$ cat src/verilog/pipearch_pkg.sv
`default_nettype none

package pipearch_pkg;

    // Storage geometry
    localparam int data_width = 8;
    localparam int log2_depth = 5;
    localparam int depth = 1 << log2_depth;
    localparam int count_width = log2_depth + 1;   // Holds 0 to depth inclusive

    // Channel counts
    localparam int num_write_channels = 2;
    localparam int num_read_channels = 3;

    // Almost-full asserts at depth minus this margin
    localparam int almost_full_margin = 4;

    // Bit 0 is the memory, bit 1 is the queue
    typedef enum logic [1:0] {
        REGION_NONE = 2'b00,
        REGION_MEM  = 2'b01,
        REGION_FIFO = 2'b10,
        REGION_BOTH = 2'b11
    } region_sel_e;

endpackage

`default_nettype wire

$ cat src/verilog/region_bram.sv
`default_nettype none

module region_bram import pipearch_pkg::*; (
    input  logic                  clk,
    input  logic                  mem_we,
    input  logic [log2_depth-1:0] mem_waddr,
    input  logic [data_width-1:0] mem_wdata,
    input  logic                  mem_re,
    input  logic [log2_depth-1:0] mem_raddr,
    output logic [data_width-1:0] mem_rdata,
    output logic                  mem_rvalid
);

    logic [data_width-1:0] mem [depth];

    // Simple dual port, read returns the old word on an address collision
    always_ff @(posedge clk) begin
        if (mem_we) begin
            mem[mem_waddr] <= mem_wdata;
        end
        if (mem_re) begin
            mem_rdata <= mem[mem_raddr];
        end
    end

    // One-cycle valid pulse that follows the read strobe
    always_ff @(posedge clk) begin
        mem_rvalid <= mem_re;
    end

endmodule

`default_nettype wire

$ cat src/verilog/region_fifo.sv
`default_nettype none

module region_fifo import pipearch_pkg::*; (
    input  logic                   clk,
    input  logic                   rst_n,
    input  logic                   fifo_we,
    input  logic [data_width-1:0]  fifo_wdata,
    input  logic                   fifo_re,
    output logic [data_width-1:0]  fifo_rdata,
    output logic                   fifo_rvalid,
    output logic                   fifo_empty,
    output logic [count_width-1:0] fifo_count,
    output logic                   fifo_almostfull
);

    logic [data_width-1:0] mem [depth];
    logic [log2_depth-1:0] wr_ptr;
    logic [log2_depth-1:0] rd_ptr;
    logic                  full;
    logic                  push;
    logic                  pop;

    // Flags come straight from the registered count
    assign full = (fifo_count == count_width'(depth));
    assign fifo_empty = (fifo_count == '0);
    assign fifo_almostfull = (fifo_count >= count_width'(depth - almost_full_margin));

    assign push = fifo_we && !full;    // Writes into a full queue are lost
    assign pop = fifo_re && !fifo_empty;

    always_ff @(posedge clk) begin
        if (!rst_n) begin
            wr_ptr <= '0;
            rd_ptr <= '0;
            fifo_count <= '0;
            fifo_rvalid <= 1'b0;
        end else begin
            fifo_rvalid <= pop;
            if (push) begin
                wr_ptr <= wr_ptr + 1'b1;   // Wraps at depth
            end
            if (pop) begin
                rd_ptr <= rd_ptr + 1'b1;
            end
            case ({push, pop})
                2'b10: fifo_count <= fifo_count + 1'b1;
                2'b01: fifo_count <= fifo_count - 1'b1;
                default: fifo_count <= fifo_count;
            endcase
        end
    end

    // Storage and head word
    always_ff @(posedge clk) begin
        if (push) begin
            mem[wr_ptr] <= fifo_wdata;
        end
        if (pop) begin
            fifo_rdata <= mem[rd_ptr];
        end
    end

endmodule

`default_nettype wire

$ cat src/verilog/region_replicate.sv
`default_nettype none

module region_replicate import pipearch_pkg::*; (
    input  logic                   clk,
    input  logic                   rst_n,

    // Write channels
    input  logic                   we [num_write_channels],
    input  region_sel_e            wsel [num_write_channels],
    input  logic [log2_depth-1:0]  waddr [num_write_channels],
    input  logic [data_width-1:0]  wdata [num_write_channels],
    output logic                   almostfull,
    output logic [count_width-1:0] count,

    // Read channels
    input  logic                   re [num_read_channels],
    input  region_sel_e            rsel [num_read_channels],
    input  logic [log2_depth-1:0]  raddr [num_read_channels],
    output logic [data_width-1:0]  rdata [num_read_channels],
    output logic                   rvalid [num_read_channels],
    output logic                   empty [num_read_channels]
);

    // Arbitrated write, before and after the register stage
    logic                   mem_we_d;
    logic [log2_depth-1:0]  mem_waddr_d;
    logic [data_width-1:0]  mem_wdata_d;
    logic                   fifo_we_d;
    logic [data_width-1:0]  fifo_wdata_d;

    logic                   mem_we_q;
    logic [log2_depth-1:0]  mem_waddr_q;
    logic [data_width-1:0]  mem_wdata_q;
    logic                   fifo_we_q;
    logic [data_width-1:0]  fifo_wdata_q;

    // Per copy read side
    logic                   mem_re [num_read_channels];
    logic [data_width-1:0]  mem_rdata [num_read_channels];
    logic                   mem_rvalid [num_read_channels];
    logic                   fifo_re [num_read_channels];
    logic [data_width-1:0]  fifo_rdata [num_read_channels];
    logic                   fifo_rvalid [num_read_channels];
    logic                   fifo_empty [num_read_channels];
    logic [count_width-1:0] fifo_count [num_read_channels];
    logic                   fifo_almostfull [num_read_channels];

    logic                   re_q [num_read_channels];
    region_sel_e            rsel_q [num_read_channels];

    // Fixed priority, lower channel index wins each region
    always_comb begin
        mem_we_d = 1'b0;
        mem_waddr_d = waddr[0];
        mem_wdata_d = wdata[0];
        fifo_we_d = 1'b0;
        fifo_wdata_d = wdata[0];
        for (int w = num_write_channels - 1; w >= 0; w--) begin
            if (we[w] && wsel[w][0]) begin
                mem_we_d = 1'b1;
                mem_waddr_d = waddr[w];
                mem_wdata_d = wdata[w];
            end
            if (we[w] && wsel[w][1]) begin
                fifo_we_d = 1'b1;
                fifo_wdata_d = wdata[w];
            end
        end
    end

    always_ff @(posedge clk) begin
        if (!rst_n) begin
            mem_we_q <= 1'b0;
            fifo_we_q <= 1'b0;
        end else begin
            mem_we_q <= mem_we_d;
            fifo_we_q <= fifo_we_d;
        end
    end

    always_ff @(posedge clk) begin
        mem_waddr_q <= mem_waddr_d;
        mem_wdata_q <= mem_wdata_d;
        fifo_wdata_q <= fifo_wdata_d;
    end

    // One private copy of each region per reader
    genvar r;
    generate
        for (r = 0; r < num_read_channels; r++) begin : gen_copy
            assign mem_re[r] = re[r] && rsel[r][0];
            assign fifo_re[r] = re[r] && rsel[r][1];

            region_bram u_bram (
                .clk        (clk),
                .mem_we     (mem_we_q),
                .mem_waddr  (mem_waddr_q),
                .mem_wdata  (mem_wdata_q),
                .mem_re     (mem_re[r]),
                .mem_raddr  (raddr[r]),
                .mem_rdata  (mem_rdata[r]),
                .mem_rvalid (mem_rvalid[r])
            );

            region_fifo u_fifo (
                .clk             (clk),
                .rst_n           (rst_n),
                .fifo_we         (fifo_we_q),
                .fifo_wdata      (fifo_wdata_q),
                .fifo_re         (fifo_re[r]),
                .fifo_rdata      (fifo_rdata[r]),
                .fifo_rvalid     (fifo_rvalid[r]),
                .fifo_empty      (fifo_empty[r]),
                .fifo_count      (fifo_count[r]),
                .fifo_almostfull (fifo_almostfull[r])
            );

            // Track which region the in-flight read went to
            always_ff @(posedge clk) begin
                if (!rst_n) begin
                    re_q[r] <= 1'b0;
                    rsel_q[r] <= REGION_NONE;
                end else begin
                    re_q[r] <= re[r];
                    rsel_q[r] <= rsel[r];
                end
            end

            assign rvalid[r] = re_q[r]
                && ((rsel_q[r] == REGION_MEM && mem_rvalid[r])
                || (rsel_q[r] == REGION_FIFO && fifo_rvalid[r]));

            // Memory path has priority, queue word otherwise
            assign rdata[r] = (re_q[r] && rsel_q[r] == REGION_MEM && mem_rvalid[r])
                ? mem_rdata[r] : fifo_rdata[r];

            assign empty[r] = fifo_empty[r];
        end
    endgenerate

    // Writers see the fill level of copy 0
    assign count = fifo_count[0];
    assign almostfull = fifo_almostfull[0];

endmodule

`default_nettype wire
$ cat config.mk
export PLATFORM = sky130hd
export DESIGN_NAME = region_replicate
export DESIGN_NICKNAME = d
export VERILOG_FILES = /design/src/verilog/pipearch_pkg.sv /design/src/verilog/region_bram.sv /design/src/verilog/region_fifo.sv /design/src/verilog/region_replicate.sv
export SDC_FILE = /design/constraint.sdc
export NUM_CORES = 1
export LEC_CHECK = 0
export ABC_AREA = 1
export BUFFER_PORTS_ARGS = -buffer_cell sky130_fd_sc_hd__buf_2
export CELL_PAD_IN_SITES_DETAIL_PLACEMENT = 1
export CELL_PAD_IN_SITES_GLOBAL_PLACEMENT = 1
export CORE_ASPECT_RATIO = 0.75
export CORE_MARGIN = 2
export CORE_UTILIZATION = 40
export DETAILED_ROUTE_END_ITERATION = 12
export PLACE_DENSITY_LB_ADDON = 0.1
export SLEW_MARGIN = 20
export SYNTH_ARGS = -nofsm -noshare
export SYNTH_HDL_FRONTEND = slang
export SYNTH_SLANG_ARGS = --single-unit
$ cat constraint.sdc
create_clock -name clk -period 6.23 [get_ports clk]
set_clock_uncertainty 0.2 [all_clocks]
set_input_delay 0.623 -clock clk [delete_from_list [all_inputs] [get_ports clk]]
set_output_delay 0.623 -clock clk [all_outputs]
set_load 0.05 [all_outputs]
# Yosys cells after proc, flatten, opt, wreduce, memory -nomap -nowiden
# Memories as Yosys holds them, arrays and structs flattened. A register that Yosys moved wholly into a read port is not among the register bits.
# Index checks and enable logic that the tools add are counted.
[totals]
ramBits = 1545
memories = 8
inputBits = 58
mem_bits_ro = 0
ff_bits = 77
latchBits = 0
[op_classes]
shift = 0
order_cmp = 1
n_div = 0
n_mux = 32
n_bitwise = 6
multipliers = 0
n_reduce_logical = 46
n_eq_ne = 15
add_sub_neg = 12
[memory_table]
columns = ["memory", "words", "word_bits", "read_ports", "rd_ports_with_merged_regs", "write_ports", "line_no", "text"]
rows = [
  ["gen_copy[0].u_bram.mem", 32, 8, 1, 1, 1, "region_bram.sv:14", "logic [data_width-1:0] mem [depth];"],
  ["gen_copy[0].u_fifo.mem", 32, 8, 1, 1, 1, "region_fifo.sv:16", "logic [data_width-1:0] mem [depth];"],
  ["gen_copy[1].u_bram.mem", 32, 8, 1, 1, 1, "region_bram.sv:14", ""],
  ["gen_copy[1].u_fifo.mem", 32, 8, 1, 1, 1, "region_fifo.sv:16", ""],
  ["gen_copy[2].u_bram.mem", 32, 8, 1, 1, 1, "region_bram.sv:14", ""],
  ["gen_copy[2].u_fifo.mem", 32, 8, 1, 1, 1, "region_fifo.sv:16", ""],
  ["+2 memories", "--", "--", "--", "--", "--", "--", ""],
]
[op_table]
columns = ["op", "n"]
rows = [
  ["2-to-1 mux 8 bit", 7],
  ["one-hot mux 6 bit (2 select lines)", 3],
  ["logical AND 1 bit", 31],
  ["adder 5 x 1 -> 5 bit (second input constant)", 6],
  ["adder 6 x 1 -> 6 bit (second input constant)", 3],
  ["== test 6 bit (second input constant)", 3],
  ["logical NOT 6 bit", 3],
  ["subtractor 6 x 1 -> 6 bit (second input constant)", 3],
  ["2-to-1 mux 1 bit", 17],
  ["== test 2 x 1 -> 1 bit (second input constant)", 6],
  ["== test 2 bit (second input constant)", 6],
  ["2-to-1 mux 5 bit", 2],
  ["greater-or-equal comparator 6 x 5 -> 1 bit (second input constant)", 1],
  ["logical NOT 1 bit", 6],
  ["2-to-1 mux 2 bit", 3],
  ["bitwise OR 1 bit", 6],
  ["nonzero test 2 bit", 3],
  ["logical OR 1 bit", 3],
]

# Logic depth before layout (Yosys ltp)
[logic_depth]
ltp_word = 5
ltp_mapped = 14
mapped_depth_nobuf = 14

# Hierarchy
# A second synthesis with hierarchy kept.
[hier_totals]
cells_unflattened = 6514
area_unflattened_um2 = 70641.5
[modules_own_cells]
columns = ["mod", "area_per_inst_um2", "seq_area_each_um2", "n_inst", "cells_per_inst"]
rows = [
  ["region_bram", 10886.7, 7947.6, 3, 923],
  ["region_fifo (gen_copy[2].u_fifo)", 12154.2, 8267.9, 1, 1170],
  ["region_fifo (gen_copy[1].u_fifo)", 12152.9, 8267.9, 1, 1170],
  ["region_fifo (gen_copy[0].u_fifo)", 12144.1, 8267.9, 1, 1169],
  ["region_replicate", 1530.2, 640.6, 1, 236],
]

# Worst setup path after synthesis
# Ideal clock, no wire load.
[synth_timing]
path_type = "input port to flip-flop"
startpoint = "input port re[0] (netlist bit)"
endpoint = "register gen_copy[2].u_fifo.fifo_count[4]"
setup_time_ps = 115
n_path_buf = 0
arrival_time_ps = 2336
cell_stages = 11
path_slack_ps = 3578
path_cell_list = "nand2_1 inv_1 nand2_1 inv_1 ha_1 inv_1 fa_1 o21ai_0 xor2_1 o21ai_0 inv_1"
[synth_via]
elab_chain_cells = 4
word_cells_on_any_way = 6
[synth_rtl]
columns = ["element", "line_no", "text"]
rows = [
  ["start: declaration", "region_replicate.sv:16", "input logic re [num_read_channels],"],
  ["logical AND 1 bit *", "region_replicate.sv:92", "assign fifo_re[r] = re[r] && rsel[r][1];"],
  ["logical AND 1 bit *", "region_fifo.sv:29", "assign pop = fifo_re && !fifo_empty;"],
  ["via gen_copy[2].u_fifo.pop", "region_fifo.sv:21", "logic pop;"],
  ["== test 2 x 1 -> 1 bit or == test 2 bit (tied branches)", "region_fifo.sv:45", "case ({push, pop})"],
  ["one-hot mux 6 bit (2 select lines) or nonzero test 2 bit (tied branches)", "--", ""],
  ["end signal: assignment", "region_fifo.sv:46", "2'b10: fifo_count <= fifo_count + 1'b1;"],
  ["end signal: assignment", "region_fifo.sv:47", "2'b01: fifo_count <= fifo_count - 1'b1;"],
  ["end signal: assignment", "region_fifo.sv:48", "default: fifo_count <= fifo_count;"],
  ["end: declaration", "region_fifo.sv:12", "output logic [count_width-1:0] fifo_count,"],
]
# The timed path passes the listed nets; every way through them passes the cells marked *.
# A chain may end at the register's enable or synchronous reset.

==> impl_metrics.toml <==
[route]
wirelength_um = 185900
num_vias = 41965
drc = 0
met3_length_um = 11480
route.met2.wl_um = 81680
drt_iter0_drc = 4137
postRouteAntennaNets = 0
top_layer = "met4"
met1_length_um = 88980
viasPerCell = 5.472
dr.pass1.iters = 5
routedWlPerCell_um = 24.24

[clocking]
htreeDepth = 3
cts_tree = "yes"
cts_num_sinks = 1158
cts-buffers-inserted = 117
clk_latency_ps = 760
clk_pin_slew_ps = 70
root_buffer = "clkbuf_16"
cts_buffer_depth = 3
cts_resized = 0

[worst_setup_path]
crit_arrival_ps = 4000
cp-end-kind = "register"
cp_cell_sequence = "clkinv_2 -> buf_4 -> nand2_1 -> nand3_1 -> nand3_1 -> nand2_1 -> nor2_1 -> nand2_1 -> nand2_1 -> inv_1"
crit_path_max_incr_delay_ps = 900
required_ps = 6540
critPathTopFamily = "buffers and inverters"
start_kind = "register"
timing.reg2reg.setup_slack_ps = 2540
path_common_cell = "nand2_1"
setup.worst_path.class = "register to register"
r2r_start = "gen_copy[1].u_fifo.rd_ptr[0]"
crit_fanout = 84
rr_endpoint = "gen_copy[1].u_fifo.fifo_rdata[7]"
critPathLaunch = "gen_copy[1].u_fifo.rd_ptr[0]"
reg2reg_depth = 10
critPathBufInv = 3
cp_slowest_cell = "dfxtp_4"

[timing]
hold_slack_ps = 117.9
setup-tns-final_ps = 0
min_period_ps = 3695
worst_pin_slew_ps = 1156
finalHoldViolations = 0
drv_slew = 0
finalSetupViolCount = 0
max_freq_mhz = 270.6
relSlewSlack_pct = 22.96
fin_crit_sh_pct = 59.31
rsz0062_at_grt = "no"

[floorplan]
core_area_um2 = 133700
rows = 116
dieArea_um2 = 137900
start_util_pct = 40.37
fp.dieH_um = 322.1
ios = 95
die_x_um = 428.1

[power_and_ir_drop]
p_leak_nw = 24.02
vdd_ir_drop_max_mv = 0.2274
p_per_area_nw_per_um2 = 309.6

[grt]
grt_max_degree = 95
antenna_found_initial = 6
grt.overflow.total = 0
grt.total_usage_pct = 26.77
grt_pass1_vias = 42081
grt_pass1_wl_um = 279300

[finish]
drive_gt1_share_pct = 8.410
design_area_um2 = 60470
fin_nets = 5889
fin_cells = 7669
syn2layout_area_growth_pct = 12.04
utilization_pct = 45.23

[hold_path]
min_path_cells = 3
hold_path_class = "primary input to register"
whs_endpoint = "gen_copy[1].u_bram.mem_rdata[6]"
hp-start = "raddr[9]"

[logic_synthesis]
ys_seq_area_share_pct = 62.84
avgSynthCellArea_um2 = 9.398
ys_warn_count = 0
syn_area_um2 = 53970
syn-num-nets = 5833
synth_cells = 5742
synthDistinctLibCells = 26
yosys-top-cells-area = "edfxtp_1 (60%), nand2_1 (16%), nand3_1 (9.2%)"
yosysTopAreaCell = "edfxtp_1"
yosysTopAreaCellShare_pct = 59.65
yosys_register_bits = 1158

[flow_run]
drv_cap = 0

[placed_design]
routabilityCongestion = 0.8345
dp_hpwl_um = 112300
placed_area_um2 = 56090
placedCellCount = 7400
io_buffers = 94

[outcome]
outcome = "finished, final reports clean"
[registers in the layout (all words and copies together), names as in the netlist]
register / flops
gen_copy.u_fifo.fifo_rdata: 24
mem_waddr_q: 5
rsel_q: 6
gen_copy.u_bram.mem_rdata: 24
gen_copy.u_fifo.rd_ptr: 15
mem_wdata_q: 8
gen_copy.u_bram.mem: 256
mem_we_q: 1
re_q: 3
gen_copy.u_fifo.fifo_rvalid: 3
gen_copy.u_fifo.fifo_count: 18
fifo_wdata_q: 8
gen_copy.u_fifo.wr_ptr: 15
gen_copy.u_fifo.mem: 768
fifo_we_q: 1
gen_copy.u_bram.mem_rvalid: 3
[placed cells by master (no fill, tap or decap), drive strengths merged]
cell         Yosys  layout
clkinv          20      68
xor2            13      13
o211ai          24      24
o21ai           81      81
a21oi           93      93
bufinv           0      13
nand4           13      13
nand3b           1       1
ha              30      30
clkbuf          75     152
mux2            29      29
dfxtp           86      86
nor3           103     103
nor2           210     210
dlygate4sd3      0      49
nand3          988     988
fa               3       3
diode            0       1
buf            266     229
inv            334     334
o31ai            1       1
xnor2            6       6
edfxtp        1072    1072
nand2         2294    2294
clkinvlp         0       6
[cell usage after synthesis]
cell      number
o211ai_1      24
o21ai_1        3
nand3b_1       1
buf_6         19
fa_1           3
ha_1          30
buf_4         33
mux2_2        29
clkinv_1      20
nor3_1       103
a21oi_1       93
dfxtp_1       86
nand2_1     2294
xor2_1        13
buf_1         20
nand3_1      988
nor2_1       210
inv_1        324
inv_2         10
o21ai_0       78
xnor2_1        6
o31ai_1        1
nand4_1       13
buf_2        194
edfxtp_1    1072
clkbuf_1      75
[area by class of cell]
type	count	area [µm²]
multi-input cells	3889	17110
diodes	1	2.502
clock buffers	152	3152
clock inverters	67	693.2
well taps	1770	2215
repair buffers	278	1994
flip-flops and latches	1158	33960
inverters	354	1345
fillers	15087	73210
[worst max-delay path by stage]
stage	end	slack (ps)	cells after the start
floorplan	gen_copy[2].u_fifo.fifo_count[4]	3580	11
global route	gen_copy[0].u_fifo.fifo_rdata[6]	2220	10
detailed placement	gen_copy[0].u_fifo.fifo_rdata[6]	2510	10
finish	gen_copy[1].u_fifo.fifo_rdata[7]	2540	10
global placement	gen_copy[0].u_bram.mem_rdata[7]	2550	11
CTS	gen_copy[0].u_fifo.fifo_rdata[6]	2490	10
[metrics by stage]
step | power [mW] | setup WS, ps
3_5_place_dp | 11.60 | 2508
4_1_cts | 18.86 | 2492
5_1_grt | 19.43 | 2219
3_3_place_gp | 11.55 | 2548
2_1_floorplan | 10.71 | 3578
6_report | 18.72 | 2535
[kinds of logic (layout without fill, tap and decap cells)]
family / count (synthesis) / count (layout) / synth area share (%)
AO/OA/AOI/OAI: 199 / 199 / 1.961
XOR/XNOR: 19 / 19 / 0.3084
adder cells (fa/ha/maj): 33 / 33 / 0.8068
buffers and inverters: 695 / 851 / 5.778
flip-flops: 1158 / 1158 / 62.84
multiplexers: 29 / 29 / 0.6051
other: 0 / 1 / 0
AND/OR/NAND/NOR: 3609 / 3609 / 27.70
[timing repair]
action,in CTS,in global routing
hold endpoints to repair,32,0
hold buffers,49,0
setup buffers,0,0
[worst register-to-register path: stages (launching register included)]
cell and delay [ps]:
dfxtp_4 900, clkinv_2 710, buf_4 640, nand2_1 240, nand3_1 90, nand3_1 120
nand2_1 80, nor2_1 280, nand2_1 100, nand2_1 80, inv_1 30
[metal layers]
metal | track usage [%] | vias to the layer above
li1 | - | 19304
met4 | 5.737 | 0
met3 | 3.902 | 226
met5 | 0 | -
met1 | 40.09 | 21146
met2 | 41.10 | 1289
[power breakdown]
part,switching (mW),leakage (nW),internal (mW)
Combinational,1.91,11.8,0.637
Sequential,0.212,10.4,8.71
Clock,3.15,1.87,4.10
Power figures use the tool's default switching activity.
